[src/verilog/ahb_om_config.svh]
`ifndef AHB_OM_CONFIG_SVH
`define AHB_OM_CONFIG_SVH

// ----------------------------------------------------------------------
// Output stage bus widths
// ----------------------------------------------------------------------

`define AHB_ADDR_W    32          // HADDR width
`define AHB_DATA_W    32          // HWDATA width
`define AHB_MASTER_W  4           // HMASTER width

// ----------------------------------------------------------------------
// Bus matrix geometry
// ----------------------------------------------------------------------

// Input stages that can reach this slave
`define OM_NUM_PORTS  3

`endif

[src/verilog/ahb_om_pkg.sv]
`include "ahb_om_config.svh"

package ahb_om_pkg;

  // Input stage number, wide enough for every port
  typedef logic [$clog2(`OM_NUM_PORTS)-1:0] port_idx_t;

  typedef enum logic [1:0] {
    HTRANS_IDLE   = 2'b00,          // No transfer
    HTRANS_BUSY   = 2'b01,          // Burst paused
    HTRANS_NONSEQ = 2'b10,          // First beat
    HTRANS_SEQ    = 2'b11           // Burst continues
  } htrans_t;

  typedef enum logic [2:0] {
    HBURST_SINGLE = 3'b000,
    HBURST_INCR   = 3'b001,         // Undefined length
    HBURST_WRAP4  = 3'b010,
    HBURST_INCR4  = 3'b011,
    HBURST_WRAP8  = 3'b100,
    HBURST_INCR8  = 3'b101,
    HBURST_WRAP16 = 3'b110,
    HBURST_INCR16 = 3'b111
  } hburst_t;

  typedef struct packed {
    logic                     sel;       // HSEL for this slave
    logic [`AHB_ADDR_W-1:0]   addr;      // HADDR
    htrans_t                  trans;     // HTRANS
    logic                     write;     // HWRITE
    logic [2:0]               size;      // HSIZE
    hburst_t                  burst;     // HBURST
    logic [3:0]               prot;      // HPROT
    logic [`AHB_MASTER_W-1:0] master;    // HMASTER
    logic                     mastlock;  // HMASTLOCK
  } addr_phase_t;

  typedef struct packed {
    logic [`AHB_DATA_W-1:0]   wdata;     // HWDATA
  } data_phase_t;

endpackage

[src/verilog/ahb_output_stage.sv]
`timescale 1ns/1ps
`include "ahb_om_config.svh"

module ahb_output_stage (
  input  logic                     HCLK,             // AHB clock
  input  logic                     HRESETn,          // Sync reset, active low
  // Input stage 0
  input  logic                     i_sel_op0,
  input  logic [`AHB_ADDR_W-1:0]   i_addr_op0,
  input  logic [1:0]               i_trans_op0,
  input  logic                     i_write_op0,
  input  logic [2:0]               i_size_op0,
  input  logic [2:0]               i_burst_op0,
  input  logic [3:0]               i_prot_op0,
  input  logic [`AHB_MASTER_W-1:0] i_master_op0,
  input  logic                     i_mastlock_op0,
  input  logic [`AHB_DATA_W-1:0]   i_wdata_op0,
  input  logic                     i_held_tran_op0,  // Transfer pending
  // Input stage 1
  input  logic                     i_sel_op1,
  input  logic [`AHB_ADDR_W-1:0]   i_addr_op1,
  input  logic [1:0]               i_trans_op1,
  input  logic                     i_write_op1,
  input  logic [2:0]               i_size_op1,
  input  logic [2:0]               i_burst_op1,
  input  logic [3:0]               i_prot_op1,
  input  logic [`AHB_MASTER_W-1:0] i_master_op1,
  input  logic                     i_mastlock_op1,
  input  logic [`AHB_DATA_W-1:0]   i_wdata_op1,
  input  logic                     i_held_tran_op1,
  // Input stage 2
  input  logic                     i_sel_op2,
  input  logic [`AHB_ADDR_W-1:0]   i_addr_op2,
  input  logic [1:0]               i_trans_op2,
  input  logic                     i_write_op2,
  input  logic [2:0]               i_size_op2,
  input  logic [2:0]               i_burst_op2,
  input  logic [3:0]               i_prot_op2,
  input  logic [`AHB_MASTER_W-1:0] i_master_op2,
  input  logic                     i_mastlock_op2,
  input  logic [`AHB_DATA_W-1:0]   i_wdata_op2,
  input  logic                     i_held_tran_op2,
  input  logic                     i_hreadyoutm,     // Slave HREADYOUT
  // Grant indication back to input stages
  output logic                     o_active_op0,
  output logic                     o_active_op1,
  output logic                     o_active_op2,
  // Shared slave
  output logic                     o_hselm,
  output logic [`AHB_ADDR_W-1:0]   o_haddrm,
  output logic [1:0]               o_htransm,
  output logic                     o_hwritem,
  output logic [2:0]               o_hsizem,
  output logic [2:0]               o_hburstm,
  output logic [3:0]               o_hprotm,
  output logic [`AHB_MASTER_W-1:0] o_hmasterm,
  output logic                     o_hmastlockm,
  output logic                     o_hreadymuxm,
  output logic [`AHB_DATA_W-1:0]   o_hwdatam
);

  ahb_om_pkg::addr_phase_t  addr_ph0, addr_ph1, addr_ph2;  // Per-port address phase
  ahb_om_pkg::data_phase_t  data_ph0, data_ph1, data_ph2;  // Per-port write data
  ahb_om_pkg::addr_phase_t  addr_m;                        // Routed address phase
  ahb_om_pkg::data_phase_t  wdata_m;                       // Routed write data
  ahb_om_pkg::port_idx_t    addr_in_port;
  logic                     no_port;
  logic                     hreadymux;
  logic [`OM_NUM_PORTS-1:0] req;

  // ----------------------------------------------------------------------
  // Payload packing
  // ----------------------------------------------------------------------

  assign addr_ph0 = '{sel: i_sel_op0, addr: i_addr_op0,
                      trans: ahb_om_pkg::htrans_t'(i_trans_op0), write: i_write_op0,
                      size: i_size_op0, burst: ahb_om_pkg::hburst_t'(i_burst_op0),
                      prot: i_prot_op0, master: i_master_op0, mastlock: i_mastlock_op0};
  assign addr_ph1 = '{sel: i_sel_op1, addr: i_addr_op1,
                      trans: ahb_om_pkg::htrans_t'(i_trans_op1), write: i_write_op1,
                      size: i_size_op1, burst: ahb_om_pkg::hburst_t'(i_burst_op1),
                      prot: i_prot_op1, master: i_master_op1, mastlock: i_mastlock_op1};
  assign addr_ph2 = '{sel: i_sel_op2, addr: i_addr_op2,
                      trans: ahb_om_pkg::htrans_t'(i_trans_op2), write: i_write_op2,
                      size: i_size_op2, burst: ahb_om_pkg::hburst_t'(i_burst_op2),
                      prot: i_prot_op2, master: i_master_op2, mastlock: i_mastlock_op2};

  assign data_ph0 = '{wdata: i_wdata_op0};
  assign data_ph1 = '{wdata: i_wdata_op1};
  assign data_ph2 = '{wdata: i_wdata_op2};

  // Request needs both a pending transfer and this slave selected
  assign req = {i_held_tran_op2 & i_sel_op2,
                i_held_tran_op1 & i_sel_op1,
                i_held_tran_op0 & i_sel_op0};

  // ----------------------------------------------------------------------
  // Arbitration and routing
  // ----------------------------------------------------------------------

  output_arbiter u_output_arb (
    .HCLK           (HCLK),
    .HRESETn        (HRESETn),
    .i_req          (req),
    .i_hready       (hreadymux),
    .i_sel_m        (addr_m.sel),
    .i_trans_m      (addr_m.trans),
    .i_mastlock_m   (addr_m.mastlock),
    .o_addr_in_port (addr_in_port),
    .o_no_port      (no_port)
  );

  port_mux #(
    .payload_t (ahb_om_pkg::addr_phase_t)
  ) u_addr_mux (
    .i_in0  (addr_ph0),
    .i_in1  (addr_ph1),
    .i_in2  (addr_ph2),
    .i_port (addr_in_port),
    .i_en   (~no_port),          // IDLE and deselected with no grant
    .o_out  (addr_m)
  );

  data_phase_ctrl u_data_ctrl (
    .HCLK           (HCLK),
    .HRESETn        (HRESETn),
    .i_addr_in_port (addr_in_port),
    .i_sel_m        (addr_m.sel),
    .i_hreadyoutm   (i_hreadyoutm),
    .i_wdata0       (data_ph0),
    .i_wdata1       (data_ph1),
    .i_wdata2       (data_ph2),
    .o_hreadymux    (hreadymux),
    .o_wdata        (wdata_m)
  );

  // Slave side
  assign o_hselm      = addr_m.sel;
  assign o_haddrm     = addr_m.addr;
  assign o_htransm    = addr_m.trans;
  assign o_hwritem    = addr_m.write;
  assign o_hsizem     = addr_m.size;
  assign o_hburstm    = addr_m.burst;
  assign o_hprotm     = addr_m.prot;
  assign o_hmasterm   = addr_m.master;
  assign o_hmastlockm = addr_m.mastlock;
  assign o_hreadymuxm = hreadymux;
  assign o_hwdatam    = wdata_m.wdata;

  // Active flags decoded from the grant
  always_comb
  begin : p_active_dec
    o_active_op0 = 1'b0;
    o_active_op1 = 1'b0;
    o_active_op2 = 1'b0;
    if (!no_port)
    begin
      case (addr_in_port)
        ahb_om_pkg::port_idx_t'(0) : o_active_op0 = 1'b1;
        ahb_om_pkg::port_idx_t'(1) : o_active_op1 = 1'b1;
        ahb_om_pkg::port_idx_t'(2) : o_active_op2 = 1'b1;
        default : o_active_op0 = 1'b0;  // Never granted
      endcase
    end
  end

endmodule

[src/verilog/data_phase_ctrl.sv]
`timescale 1ns/1ps

module data_phase_ctrl (
  input  logic                    HCLK,            // AHB clock
  input  logic                    HRESETn,         // Sync reset, active low
  input  ahb_om_pkg::port_idx_t   i_addr_in_port,  // Address phase owner
  input  logic                    i_sel_m,         // Selected HSEL
  input  logic                    i_hreadyoutm,    // Slave HREADYOUT
  input  ahb_om_pkg::data_phase_t i_wdata0,        // Port 0 write data
  input  ahb_om_pkg::data_phase_t i_wdata1,        // Port 1 write data
  input  ahb_om_pkg::data_phase_t i_wdata2,        // Port 2 write data
  output logic                    o_hreadymux,     // HREADYMUXM
  output ahb_om_pkg::data_phase_t o_wdata          // HWDATAM payload
);

  ahb_om_pkg::port_idx_t data_in_port;   // Data phase owner
  logic                  slave_sel;      // Slave in data phase
  logic                  hreadymux;

  // ----------------------------------------------------------------------
  // Data phase registers
  // ----------------------------------------------------------------------

  always_ff @(posedge HCLK)
  begin : p_data_reg
    if (!HRESETn)
    begin
      data_in_port <= '0;
      slave_sel    <= 1'b0;
    end
    else if (hreadymux)
    begin
      data_in_port <= i_addr_in_port;  // Address phase moves to data phase
      slave_sel    <= i_sel_m;
    end
  end

  // Slave drives ready only when it owns the data phase
  assign hreadymux = slave_sel ? i_hreadyoutm : 1'b1;

  // Write data follows the data phase owner
  port_mux #(
    .payload_t (ahb_om_pkg::data_phase_t)
  ) u_data_mux (
    .i_in0  (i_wdata0),
    .i_in1  (i_wdata1),
    .i_in2  (i_wdata2),
    .i_port (data_in_port),
    .i_en   (1'b1),                    // Always routed
    .o_out  (o_wdata)
  );

  assign o_hreadymux = hreadymux;

endmodule

[src/verilog/output_arbiter.sv]
`timescale 1ns/1ps
`include "ahb_om_config.svh"

module output_arbiter (
  input  logic                       HCLK,            // AHB clock
  input  logic                       HRESETn,         // Sync reset, active low
  input  logic [`OM_NUM_PORTS-1:0]   i_req,           // Held transfer and select
  input  logic                       i_hready,        // HREADYMUXM feedback
  input  logic                       i_sel_m,         // Selected HSEL
  input  ahb_om_pkg::htrans_t        i_trans_m,       // Selected HTRANS
  input  logic                       i_mastlock_m,    // Selected HMASTLOCK
  output ahb_om_pkg::port_idx_t      o_addr_in_port,  // Granted address port
  output logic                       o_no_port        // Nothing granted
);

  // ----------------------------------------------------------------------
  // State and next-state signals
  // ----------------------------------------------------------------------

  ahb_om_pkg::port_idx_t addr_in_port;     // Current grant
  ahb_om_pkg::port_idx_t rr_ptr;           // Last port granted
  ahb_om_pkg::port_idx_t rr_pick;          // Next requester after rr_ptr
  ahb_om_pkg::port_idx_t next_port;        // Grant for next address phase
  logic                  no_port;          // Idle grant
  logic                  next_no_port;
  logic                  hsel_lock;        // Locked sequence under way
  logic                  next_hsel_lock;
  logic                  lock_arb;         // HMASTLOCK masked by select
  logic                  burst_cont;       // BUSY or SEQ beat
  logic                  active_beat;      // NONSEQ or SEQ beat
  logic                  hold_grant;       // Keep current port
  logic                  any_req;          // Some port wants the slave

  // ----------------------------------------------------------------------
  // Hold conditions
  // ----------------------------------------------------------------------

  assign burst_cont  = (i_trans_m == ahb_om_pkg::HTRANS_BUSY) |
                       (i_trans_m == ahb_om_pkg::HTRANS_SEQ);      // Mid burst
  assign active_beat = (i_trans_m == ahb_om_pkg::HTRANS_NONSEQ) |
                       (i_trans_m == ahb_om_pkg::HTRANS_SEQ);      // Real transfer

  // Lock still counts while the master briefly addresses another slave
  assign lock_arb = i_mastlock_m & (i_sel_m | hsel_lock);

  // A lock keeps the slave even when the port stops requesting here
  assign hold_grant = ~no_port & (lock_arb | (i_req[addr_in_port] & burst_cont));

  assign any_req = |i_req;

  // Locked-sequence tracking
  assign next_hsel_lock = (i_sel_m & active_beat & i_mastlock_m) ? 1'b1 :  // Lock begins
                          (~i_mastlock_m)                       ? 1'b0 :  // Lock ends
                          hsel_lock;                                      // Unchanged

  // ----------------------------------------------------------------------
  // Round-robin search
  // ----------------------------------------------------------------------

  always_comb
  begin : p_rr_pick
    int idx;                                       // Candidate port number
    rr_pick = rr_ptr;                              // No requester found
    // Walk backwards so the nearest port after rr_ptr wins
    for (int step = `OM_NUM_PORTS; step >= 1; step--)
    begin
      idx = (int'(rr_ptr) + step) % `OM_NUM_PORTS; // Wraps from 2 to 0
      if (i_req[idx])
        rr_pick = ahb_om_pkg::port_idx_t'(idx);
    end
  end

  always_comb
  begin : p_next_grant
    if (hold_grant)
    begin
      next_port    = addr_in_port;                 // Burst or lock continues
      next_no_port = 1'b0;
    end
    else if (any_req)
    begin
      next_port    = rr_pick;                      // Hand over to next requester
      next_no_port = 1'b0;
    end
    else
    begin
      next_port    = addr_in_port;                 // Keep last port number
      next_no_port = 1'b1;
    end
  end

  // ----------------------------------------------------------------------
  // Grant registers, updated on HREADY edges only
  // ----------------------------------------------------------------------

  always_ff @(posedge HCLK)
  begin : p_grant_reg
    if (!HRESETn)
    begin
      addr_in_port <= '0;
      no_port      <= 1'b1;                                     // Idle out of reset
      rr_ptr       <= ahb_om_pkg::port_idx_t'(`OM_NUM_PORTS - 1); // Port 0 first
      hsel_lock    <= 1'b0;
    end
    else if (i_hready)
    begin
      addr_in_port <= next_port;
      no_port      <= next_no_port;
      hsel_lock    <= next_hsel_lock;
      if (!next_no_port)
        rr_ptr <= next_port;                                    // Remember last grant
    end
  end

  assign o_addr_in_port = addr_in_port;
  assign o_no_port      = no_port;

endmodule

[src/verilog/port_mux.sv]
`timescale 1ns/1ps

module port_mux #(
  parameter type payload_t = logic         // Payload routed from a port
) (
  input  payload_t              i_in0,     // Port 0 payload
  input  payload_t              i_in1,     // Port 1 payload
  input  payload_t              i_in2,     // Port 2 payload
  input  ahb_om_pkg::port_idx_t i_port,    // Chosen port
  input  logic                  i_en,      // Selection valid
  output payload_t              o_out      // Routed payload
);

  // ----------------------------------------------------------------------
  // Payload selection
  // ----------------------------------------------------------------------

  always_comb
  begin : p_sel
    o_out = '0;                            // Quiet bus by default
    if (i_en)
    begin
      case (i_port)
        ahb_om_pkg::port_idx_t'(0) :
          o_out = i_in0;                   // Input stage 0
        ahb_om_pkg::port_idx_t'(1) :
          o_out = i_in1;                   // Input stage 1
        ahb_om_pkg::port_idx_t'(2) :
          o_out = i_in2;                   // Input stage 2
        default :
          o_out = '0;                      // Unused code
      endcase
    end
  end

endmodule
[config.mk]
export PLATFORM = sky130hd
export DESIGN_NAME = ahb_output_stage
export DESIGN_NICKNAME = d
export VERILOG_FILES = /design/src/verilog/ahb_om_pkg.sv /design/src/verilog/ahb_output_stage.sv /design/src/verilog/data_phase_ctrl.sv /design/src/verilog/output_arbiter.sv /design/src/verilog/port_mux.sv
export VERILOG_INCLUDE_DIRS = /design/src /design/src/verilog
export SDC_FILE = /design/constraint.sdc
export NUM_CORES = 1
export LEC_CHECK = 0
export ABC_AREA = 1
export BUFFER_PORTS_ARGS = -buffer_cell sky130_fd_sc_hd__buf_2
export CORE_AREA = 2 2 131 133
export CTS_CLUSTER_SIZE = 10
export DETAILED_ROUTE_END_ITERATION = 7
export DIE_AREA = 0 0 133 135
export PLACE_DENSITY_LB_ADDON = 0.25
export SYNTH_ARGS = -nofsm -noshare
export SYNTH_HDL_FRONTEND = slang
export SYNTH_SLANG_ARGS = --single-unit
[constraint.sdc]
create_clock -name HCLK -period 1.65 [get_ports HCLK]
set_input_delay 0.33 -clock HCLK [delete_from_list [all_inputs] [get_ports HCLK]]
set_output_delay 0.33 -clock HCLK [all_outputs]
set_load 0.01 [all_outputs]
Word-level counts from Yosys, hierarchy flattened
Index checks and enable logic that the tools add are counted.
{"block": "op_classes", "addsub": 3, "n_div": 3, "n_lt_le_gt_ge": 4, "eq_ne": 8, "n_mux": 30, "n_bitwise": 14, "n_reduce_logical": 5}
{"op": "$pmux 51 s3", "count": 1}
{"op": "$lt 32x4->1 const B", "count": 3}
{"op": "$mod 32x3->32 const B", "count": 3}
{"op": "$pmux 32 s3", "count": 1}
{"op": "$mux 51", "count": 1}
{"op": "$mux 1", "count": 18}
{"op": "$mux 2", "count": 5}
{"op": "$and 1x1->1", "count": 8}
{"op": "$bmux 1 s2", "count": 4}
{"op": "$eq 2x2->1 const B", "count": 4}
{"op": "$add 2x2->3 const B", "count": 2}
{"op": "$eq 2x1->1 const B", "count": 3}
{"op": "$logic_not 2->1", "count": 2}
{"op": "$or 1x1->1", "count": 4}
{"op": "$reduce_and 2->1", "count": 2}
{"op": "$add 2x1->3 const B", "count": 1}
{"op": "$lt 2x3->1 const B", "count": 1}
{"op": "$reduce_or 3->1", "count": 1}
{"op": "$ne 2x1->1 const B", "count": 1}
{"op": "$not 1->1", "count": 2}
{"block": "totals", "ff_bits": 9, "word_cells": 73}

Logic depth before layout (Yosys ltp)
Gate-level depths: netlist of run 1.
{"block": "logic_depth", "word_depth": 11, "mapped_depth": 13, "ltp_nobuf": 13}

Hierarchy
Synthesis of run 1 repeated with hierarchy kept, for this count alone.
{"block": "hier_totals", "cells_unflattened": 684, "hier_area_um2": 3369.5}
{"module": "port_mux (u_addr_mux)", "instances": 1, "cells_per_inst": 342, "area_each_um2": 1642.8, "seq_area_each_um2": 0.0}
{"module": "port_mux (u_data_ctrl.u_data_mux)", "instances": 1, "cells_per_inst": 215, "area_each_um2": 1011.0, "seq_area_each_um2": 0.0}
{"module": "output_arbiter", "instances": 1, "cells_per_inst": 92, "area_each_um2": 530.5, "seq_area_each_um2": 120.1}
{"module": "data_phase_ctrl", "instances": 1, "cells_per_inst": 21, "area_each_um2": 132.6, "seq_area_each_um2": 60.1}
{"module": "ahb_output_stage", "instances": 1, "cells_per_inst": 14, "area_each_um2": 52.6, "seq_area_each_um2": 0.0}

Worst setup path after synthesis of run 1
OpenSTA, ideal clock, no wires.
{"block": "synth_path", "path_kind": "register to output", "from": "register u_data_ctrl.data_in_port[0]", "to": "output o_hwdatam[0]", "t_arrival_ns": 1.298, "setup_slack_ns": 0.022, "stages_incl_launch_ff": 6, "path_cell_list": "dfxtp_1 > clkbuf_1 > or2_2 > clkbuf_1 > clkbuf_1 > o211ai_1"}
{"block": "synth_between", "elab_chain_cells": 2, "elab_cells_between_ends": 4}
{"element": "start: declaration", "line": "data_phase_ctrl.sv:16", "rtl": "ahb_om_pkg::port_idx_t data_in_port;"}
{"element": "start signal: assignment", "line": "data_phase_ctrl.sv:33", "rtl": "data_in_port <= i_addr_in_port;"}
{"element": "$eq 2x2->1 (tied with other cells)", "line": "port_mux.sv:23", "rtl": "case (i_port)"}
{"element": "$pmux 32 s3 (*)", "line": "port_mux.sv:23"}
{"element": "end: declaration", "line": "ahb_output_stage.sv:59", "rtl": "output logic [`AHB_DATA_W-1:0] o_hwdatam"}
Mark *: on every way between the ends. The rest lies on a longest branch, timed or not.

Final worst setup path of run 1
{"block": "layout_path", "from": "register u_output_arb.addr_in_port[0], in the netlist u_output_arb.o_addr_in_port[0]", "to": "output o_haddrm[7]"}
{"block": "layout_between", "elab_chain_cells": 3, "elab_cells_between_ends": 5}
{"element": "start: declaration", "line": "output_arbiter.sv:20", "rtl": "ahb_om_pkg::port_idx_t addr_in_port;"}
{"element": "start signal: assignment", "line": "output_arbiter.sv:107", "rtl": "addr_in_port <= next_port;"}
{"element": "$eq 2x2->1 (tied with other cells)", "line": "port_mux.sv:23"}
{"element": "$pmux 51 s3 (*)", "line": "port_mux.sv:23"}
{"element": "$mux 51 (*)", "line": "port_mux.sv:21", "rtl": "if (i_en)"}
{"element": "end: declaration", "line": "ahb_output_stage.sv:50", "rtl": "output logic [`AHB_ADDR_W-1:0] o_haddrm,"}
Marks and branches as above.

==> impl_metrics.csv, run 1 <==
group,metric,value,unit
synthesis,ys_seq_elements,9,
flow_run,max_cap_violations,0,
die,coreArea,16410,um2
critical_path,endpoint_kind,"output port",
sta,skew,0.002121,ns
placed_design,port_buffers,341,
critical_path,arrival,1.55,ns
sta,setup_tns,-11.67,ns
critical_path,required,1.32,ns
sta,setup_viol,89,
cts,clock_latency,0.23,ns
synthesis,synthFlopType,"dfxtp_1",
sta,min_period,1.878,ns
grt,gr-usage-all-layers,0.1549,
critical_path,cp-startpoint,"u_output_arb.o_addr_in_port[0]$_SDFFE_PN0P_",
finish,fillers,1836,
hold_path,hold_path_class,"input port to flop",
cts,cts_made_buffers,3,
synthesis,synth_cells,580,
critical_path,worstSetupPathType,"flop to output port",
synthesis,synth_area,2705,um2
sta,worstMarginPinSlew,0.4585,ns
placed_design,pre_cts_slack,-0.008269,ns
synthesis,ys_seq_area_frac,0.06660,
sta,slew_viol_final,0,
synthesis,syn_area_per_cell,4.664,um2
hold_path,holdCritStartpoint,"HRESETn",
hold_path,hold_depth,2,
sta,grt_setup_unrepaired,"true",
drt,wl_per_cell,14.42,um
finish,area_growth,114.0,%
finish,finalNonFillerCells,1151,
synthesis,syn-num-nets,837,
critical_path,reg2regPathDepth,12,
cts,ctsRootBufferMaster,"clkbuf_16",
sta,fin_crit_sh,1.138,
power_and_ir_drop,power,5.831,mW
synthesis,async_flop_share,0,
die,fp.dieW,133,um
cts,clock_path_buffers,2,
sta,fin_ws,-0.2280,ns
critical_path,crit_fanout,5,
synthesis,synth_top_area_share,0.3622,
cts,clk_pin_slew,0.04,ns
die,initial_utilization,0.1649,
finish,drive_gt1_frac,0.5328,
critical_path,r2r_slack,-0.12,ns
grt,first_global_vias,4507,
finish,nets,1189,
status,violations,"negative setup slack",
sta,hold_violations,0,
finish,mostFrequentLayoutCell,"buf_2",
grt,grt.overflow.total,0,
synthesis,synth_edf_count,0,
drt,final_antenna_net_count,0,
die,rows,47,
drt,drt-vias-per-instance,4.338,
placed_design,dp.cells,1123,
die,die_area,17960,um2
synthesis,ys_top_cells_by_area,"nand2_1 (36%), nand3_1 (18%), inv_1 (13%), o211ai_1 (8.9%), dfxtp_1 (6.7%)",
power_and_ir_drop,vdd_drop_max,0.4450,mV
grt,grt_pass1_wl,22540,um
finish,n_antenna_cell,0,
synthesis,ys.warnings.count,0,
critical_path,start_kind,"flop",
cts,clock_sinks,9,
drt,vias,4993,
sta,max_slew_margin,0.6940,
placed_design,place_hpwl,11910,um
cts,h-tree-depth,1,
placed_design,gp_congestion,0.8212,
critical_path,worstReg2RegEnd,"u_output_arb.rr_ptr[1]$_SDFFE_PN1P_",
hold_path,holdPathEnd,"u_output_arb.o_no_port$_SDFFE_PN1P_",
synthesis,synth_top_area_cell,"nand2_1",
drt,drt_iter0_drc,136,
power_and_ir_drop,powerDensity,1007,nW/um2
cts,cts_tree,"yes",
power_and_ir_drop,p_leak,3.671,nW
drt,dr.pass1.iters,4,
drt,drt_wl_total,16600,um
die,die_y,135,um
critical_path,r2r_start,"u_output_arb.o_addr_in_port[0]$_SDFFE_PN0P_",
sta,fmaxAchievable,0.5325,GHz
drt,drc,0,
synthesis,yosysUniqueCellTypes,26,
finish,most-common-layout-cells,"buf_2 (322), nand2_1 (223), inv_1 (90), nand3_1 (59), nand3_2 (40)",
status,status,"finished, violations left",
grt,grt_max_degree,52,
die,ios,342,
grt,antenna_found_initial,2,
## power breakdown
group	switching, mW	leakage [nW]	internal [mW]
combinational	2.68	3.56	2.41
sequential	0.0506	0.0760	0.270
clock	0.104	0.0382	0.323
total	2.83	3.67	3.00
## what timing repair did
action | CTS | global route
gates resized for setup | 55 | 83
pin swaps | 13 | 37
hold endpoints to repair | 0 | 0
endpoints found under the setup margin | 85 | 89
gates cloned | 6 | 9
hold buffers | 0 | 0
buffers inserted | 5 | 6
## layer usage
layer / share of wire / global-route usage
met4: 0.017 / 0.03405
met5: 0.00078 / 0
met3: 0.077 / 0.03341
met2: 0.54 / 0.3112
met1: 0.37 / 0.1637
## state kept, by name, indices dropped and copies added, names as in the netlist
name	cells
u_data_ctrl.slave_sel	1
u_output_arb.o_no_port	1
u_output_arb.hsel_lock	1
u_output_arb.rr_ptr	2
u_data_ctrl.data_in_port	2
u_output_arb.o_addr_in_port	2
## worst max-delay path by stage
stage | to | slack (ns) | cells past startpoint
after detailed placement | u_output_arb.rr_ptr[1]$_SDFFE_PN1P_ | -0.008 | 10
after global routing | o_hselm | -0.30 | 9
after floorplan | o_hwdatam[0] | 0.02 | 5
after CTS | o_haddrm[6] | -0.21 | 9
after global placement | o_haddrm[19] | 0.003 | 8
final | o_haddrm[7] | -0.23 | 9
## metrics by stage
| stage | hold WS [ns] | instance area [um2] | utilization |
|---|---|---|---|
| after floorplan | 0.3989 | 2705 | - |
| after global placement | 0.5417 | 4762 | 0.2902 |
| after detailed placement | 0.5410 | 4762 | 0.2902 |
| after CTS | 0.3349 | 5260 | 0.3206 |
| after global routing | 0.3462 | 5788 | 0.3528 |
| final | 0.3311 | 5788 | 0.3528 |
## final cells by class
| cell class | count | area, um2 | share of cell area |
|---|---|---|---|
| tap | 220 | 275.3 | 0.04756 |
| sequential | 9 | 187.7 | 0.03243 |
| multi-input combinational | 433 | 2342 | 0.4047 |
| inverter | 102 | 382.9 | 0.06615 |
| timing repair buffer | 383 | 2521 | 0.4356 |
| clock buffer | 4 | 78.83 | 0.01362 |
## cells in the mapped netlist, types with 4 or more instances
library cell and count:
nand2_2 5, inv_2 7, nand3_2 4, a21oi_1 5, buf_1 5, clkbuf_1 18, inv_1 95, nand3_1 96
o211ai_1 32, nand2_1 261, nor2_1 5, buf_2 11, o21ai_0 7, dfxtp_1 9, nor3_1 4
## cell families (layout without fill, tap and decap cells)
kind of cell | Yosys count | count (layout) | synth area share
flip-flops | 9 | 9 | 0.06660
buffers and inverters | 138 | 489 | 0.2007
AND/OR/NAND/NOR | 380 | 380 | 0.5939
AO/OA/AOI/OAI | 51 | 51 | 0.1295
adder cells (fa/ha/maj) | 2 | 2 | 0.009249
## critical path, cell delays in order, from the launching register on
cell       delay, ns
dfxtp_2         0.32
buf_6           0.12
nor2_4          0.20
buf_12          0.18
clkbuf_16       0.16
nand2_2         0.05
nand3_2         0.04
nand2_1         0.05
inv_1           0.06
buf_2           0.13
(Power assumes the default switching activity.)
==> run 2, diff against run 1 <==
--- a/config.mk
+++ b/config.mk
@@ -11,2 +11,3 @@
 export CORE_AREA = 2 2 131 133
+export CTS_CLUSTER_DIAMETER = 150
 export CTS_CLUSTER_SIZE = 10
--- a/constraint.sdc
+++ b/constraint.sdc
@@ -3,2 +3,2 @@
 set_output_delay 0.33 -clock HCLK [all_outputs]
-set_load 0.01 [all_outputs]
+set_load 0.02 [all_outputs]
==> run 2 against run 1 <==
  * Non-clock buffer count stayed put
  * Clock skew about the same
  * Flip-flop and latch count unchanged
  * The flow still finishes with violations (negative setup slack)
  * Fmax rose by 1.4%
  * Critical path type unchanged
==> impl_metrics.csv, run 2 (synthesis results as in run 1) <==
group,metric,value,unit
status,violations,"negative setup slack",
drt,dr.pass1.iters,4,
grt,gr-usage-all-layers,0.1637,
finish,fillers,1786,
placed_design,pre_cts_slack,-0.03344,ns
finish,most-common-layout-cells,"buf_2 (258), nand2_1 (200), inv_1 (71), nand3_1 (69), buf_4 (53)",
sta,setup_viol,87,
drt,drt-vias-per-instance,4.287,
status,status,"finished, violations left",
critical_path,arrival,1.52,ns
hold_path,hold_depth,2,
sta,grt_setup_unrepaired,"true",
finish,multi_input_comb_area,2444,um2
die,fp.dieW,133,um
finish,finalNonFillerCells,1155,
power_and_ir_drop,powerDensity,1053,nW/um2
critical_path,required,1.32,ns
critical_path,reg2regPathDepth,14,
drt,dr_wl_met3,792,um
cts,clock_path_buffers,2,
drt,drt_wl_total,16110,um
cts,clock_sinks,9,
sta,fmaxAchievable,0.5402,GHz
hold_path,holdPathEnd,"u_output_arb.o_no_port$_SDFFE_PN1P_",
placed_design,place_hpwl,11630,um
hold_path,holdCritStartpoint,"HRESETn",
die,die_area,17960,um2
critical_path,crit_fanout,7,
sta,fin_ws,-0.2013,ns
die,rows,47,
hold_path,hold_path_class,"input port to flop",
finish,drive_gt1_frac,0.5685,
cts,clock_latency,0.23,ns
power_and_ir_drop,vdd_drop_max,0.4621,mV
drt,wl_met1,6563,um
grt,grt_pass1_wl,24070,um
drt,met2_length,8568,um
drt,wl_per_cell,13.95,um
sta,max_slew_margin,0.7167,
finish,area_growth,125.3,%
sta,worstMarginPinSlew,0.4244,ns
cts,h-tree-depth,1,
die,coreArea,16410,um2
placed_design,gp_congestion,0.8689,
critical_path,worstSetupPathType,"flop to output port",
sta,skew,0.001879,ns
placed_design,dp.cells,1133,
critical_path,r2r_slack,-0.09,ns
die,ios,342,
flow_run,max_cap_violations,0,
die,initial_utilization,0.1649,
cts,cts_hold_buffers,0,
sta,fin_crit_sh,1.122,
critical_path,r2r_start,"u_output_arb.o_addr_in_port[1]$_SDFFE_PN0P_",
critical_path,worstReg2RegEnd,"u_output_arb.o_addr_in_port[0]$_SDFFE_PN0P_",
cts,ctsRootBufferMaster,"clkbuf_16",
drt,final_antenna_net_count,0,
grt,first_global_vias,4821,
power_and_ir_drop,p_leak,3.665,nW
finish,mostFrequentLayoutCell,"buf_2",
sta,slew_viol_final,0,
cts,cts_made_buffers,3,
placed_design,port_buffers,341,
grt,grt_max_degree,39,
drt,vias,4951,
cts,clk_pin_slew,0.04,ns
drt,maxUsedRoutingLayer,"met4",
die,die_y,135,um
grt,grt.overflow.total,0,
cts,cts_tree,"yes",
sta,hold_violations,0,
sta,min_period,1.851,ns
finish,seq_area,192.7,um2
critical_path,start_kind,"flop",
grt,antenna_found_initial,0,
drt,drt_iter0_drc,232,
finish,nets,1192,
drt,drc,0,
critical_path,endpoint_kind,"output port",
## run 2: cell types whose count changed in the layout (fill, tap and decap cells not counted), moves of 10 or more
| cell | delta |
|---|---|
| nand2_1 | -23 |
| buf_4 | +42 |
| nand3_1 | +10 |
| nand2_4 | +14 |
| inv_2 | +18 |
| buf_6 | +26 |
| inv_1 | -19 |
| buf_2 | -64 |
## run 2: where the power goes
part,leakage [nW],total [mW],internal [mW],switching (mW)
Clock,0.0382,0.423,0.322,0.100
Sequential,0.0766,0.338,0.272,0.0659
Combinational,3.55,5.66,2.61,3.05
Total,3.66,6.42,3.20,3.22
## run 2: layout make-up
type                    count  area share
clock buffers               4     0.01293
diodes                      1   0.0004106
well taps                 220     0.04517
flip-flops and latches      9     0.03162
repair buffers            383      0.4457
multi-input cells         436      0.4009
inverters                 102     0.06323
## run 2: worst max-delay path, cell delays in order (launching register included)
cell,delay [ns]
dfxtp_4,0.35
buf_12,0.13
nor2_4,0.11
buf_12,0.16
clkbuf_16,0.17
nand2_2,0.05
nand3_2,0.07
nand2_1,0.06
inv_1,0.07
buf_6,0.11
## run 2: worst max-delay path by stage
stage                                           startpoint                                  end  slack (ns)  cells past startpoint
2_1_floorplan     u_data_ctrl.data_in_port[0]$_SDFFE_PN0P_                         o_hwdatam[0]      0.0003                      5
3_3_place_gp   u_output_arb.o_addr_in_port[1]$_SDFFE_PN0P_  u_output_arb.rr_ptr[1]$_SDFFE_PN1P_       -0.02                     12
3_5_place_dp   u_output_arb.o_addr_in_port[0]$_SDFFE_PN0P_                          o_hprotm[1]       -0.03                      8
4_1_cts        u_output_arb.o_addr_in_port[1]$_SDFFE_PN0P_                         o_haddrm[11]       -0.22                     10
5_1_grt        u_output_arb.o_addr_in_port[1]$_SDFFE_PN0P_                          o_hprotm[2]       -0.28                      9
6_report       u_output_arb.o_addr_in_port[1]$_SDFFE_PN0P_                         o_htransm[0]       -0.20                      9
## run 2: metrics by stage
stage / cell area, um2 / hold WS [ns] / TNS (ns) / util / power [mW]
CTS: 5712 / 0.3293 / -11.29 / 0.3481 / 6.011
finish: 6095 / 0.3342 / -12.11 / 0.3715 / 6.418
detailed placement: 4877 / 0.5329 / -0.1454 / 0.2973 / 4.409
global placement: 4877 / 0.5273 / -0.07339 / 0.2973 / 4.415
global route: 6092 / 0.3522 / -18.43 / 0.3713 / 6.915
floorplan: 2760 / 0.3989 / 0 / - / 2.845
## run 2: layer usage
| metal | up-vias | global-route usage |
|---|---|---|
| li1 | 2516 | - |
| met1 | 2245 | 0.1970 |
| met2 | 172 | 0.3106 |
| met3 | 18 | 0.02290 |
| met4 | 0 | 0.02987 |
| met5 | - | 0 |
## run 2: repair_timing
action / CTS / global route
pin swaps: 26 / 36
resized for setup: 177 / 117
buffers inserted: 8 / 1
endpoints found under the setup margin: 86 / 88
endpoints found under the hold margin: 0 / 0
cloned: 8 / 3
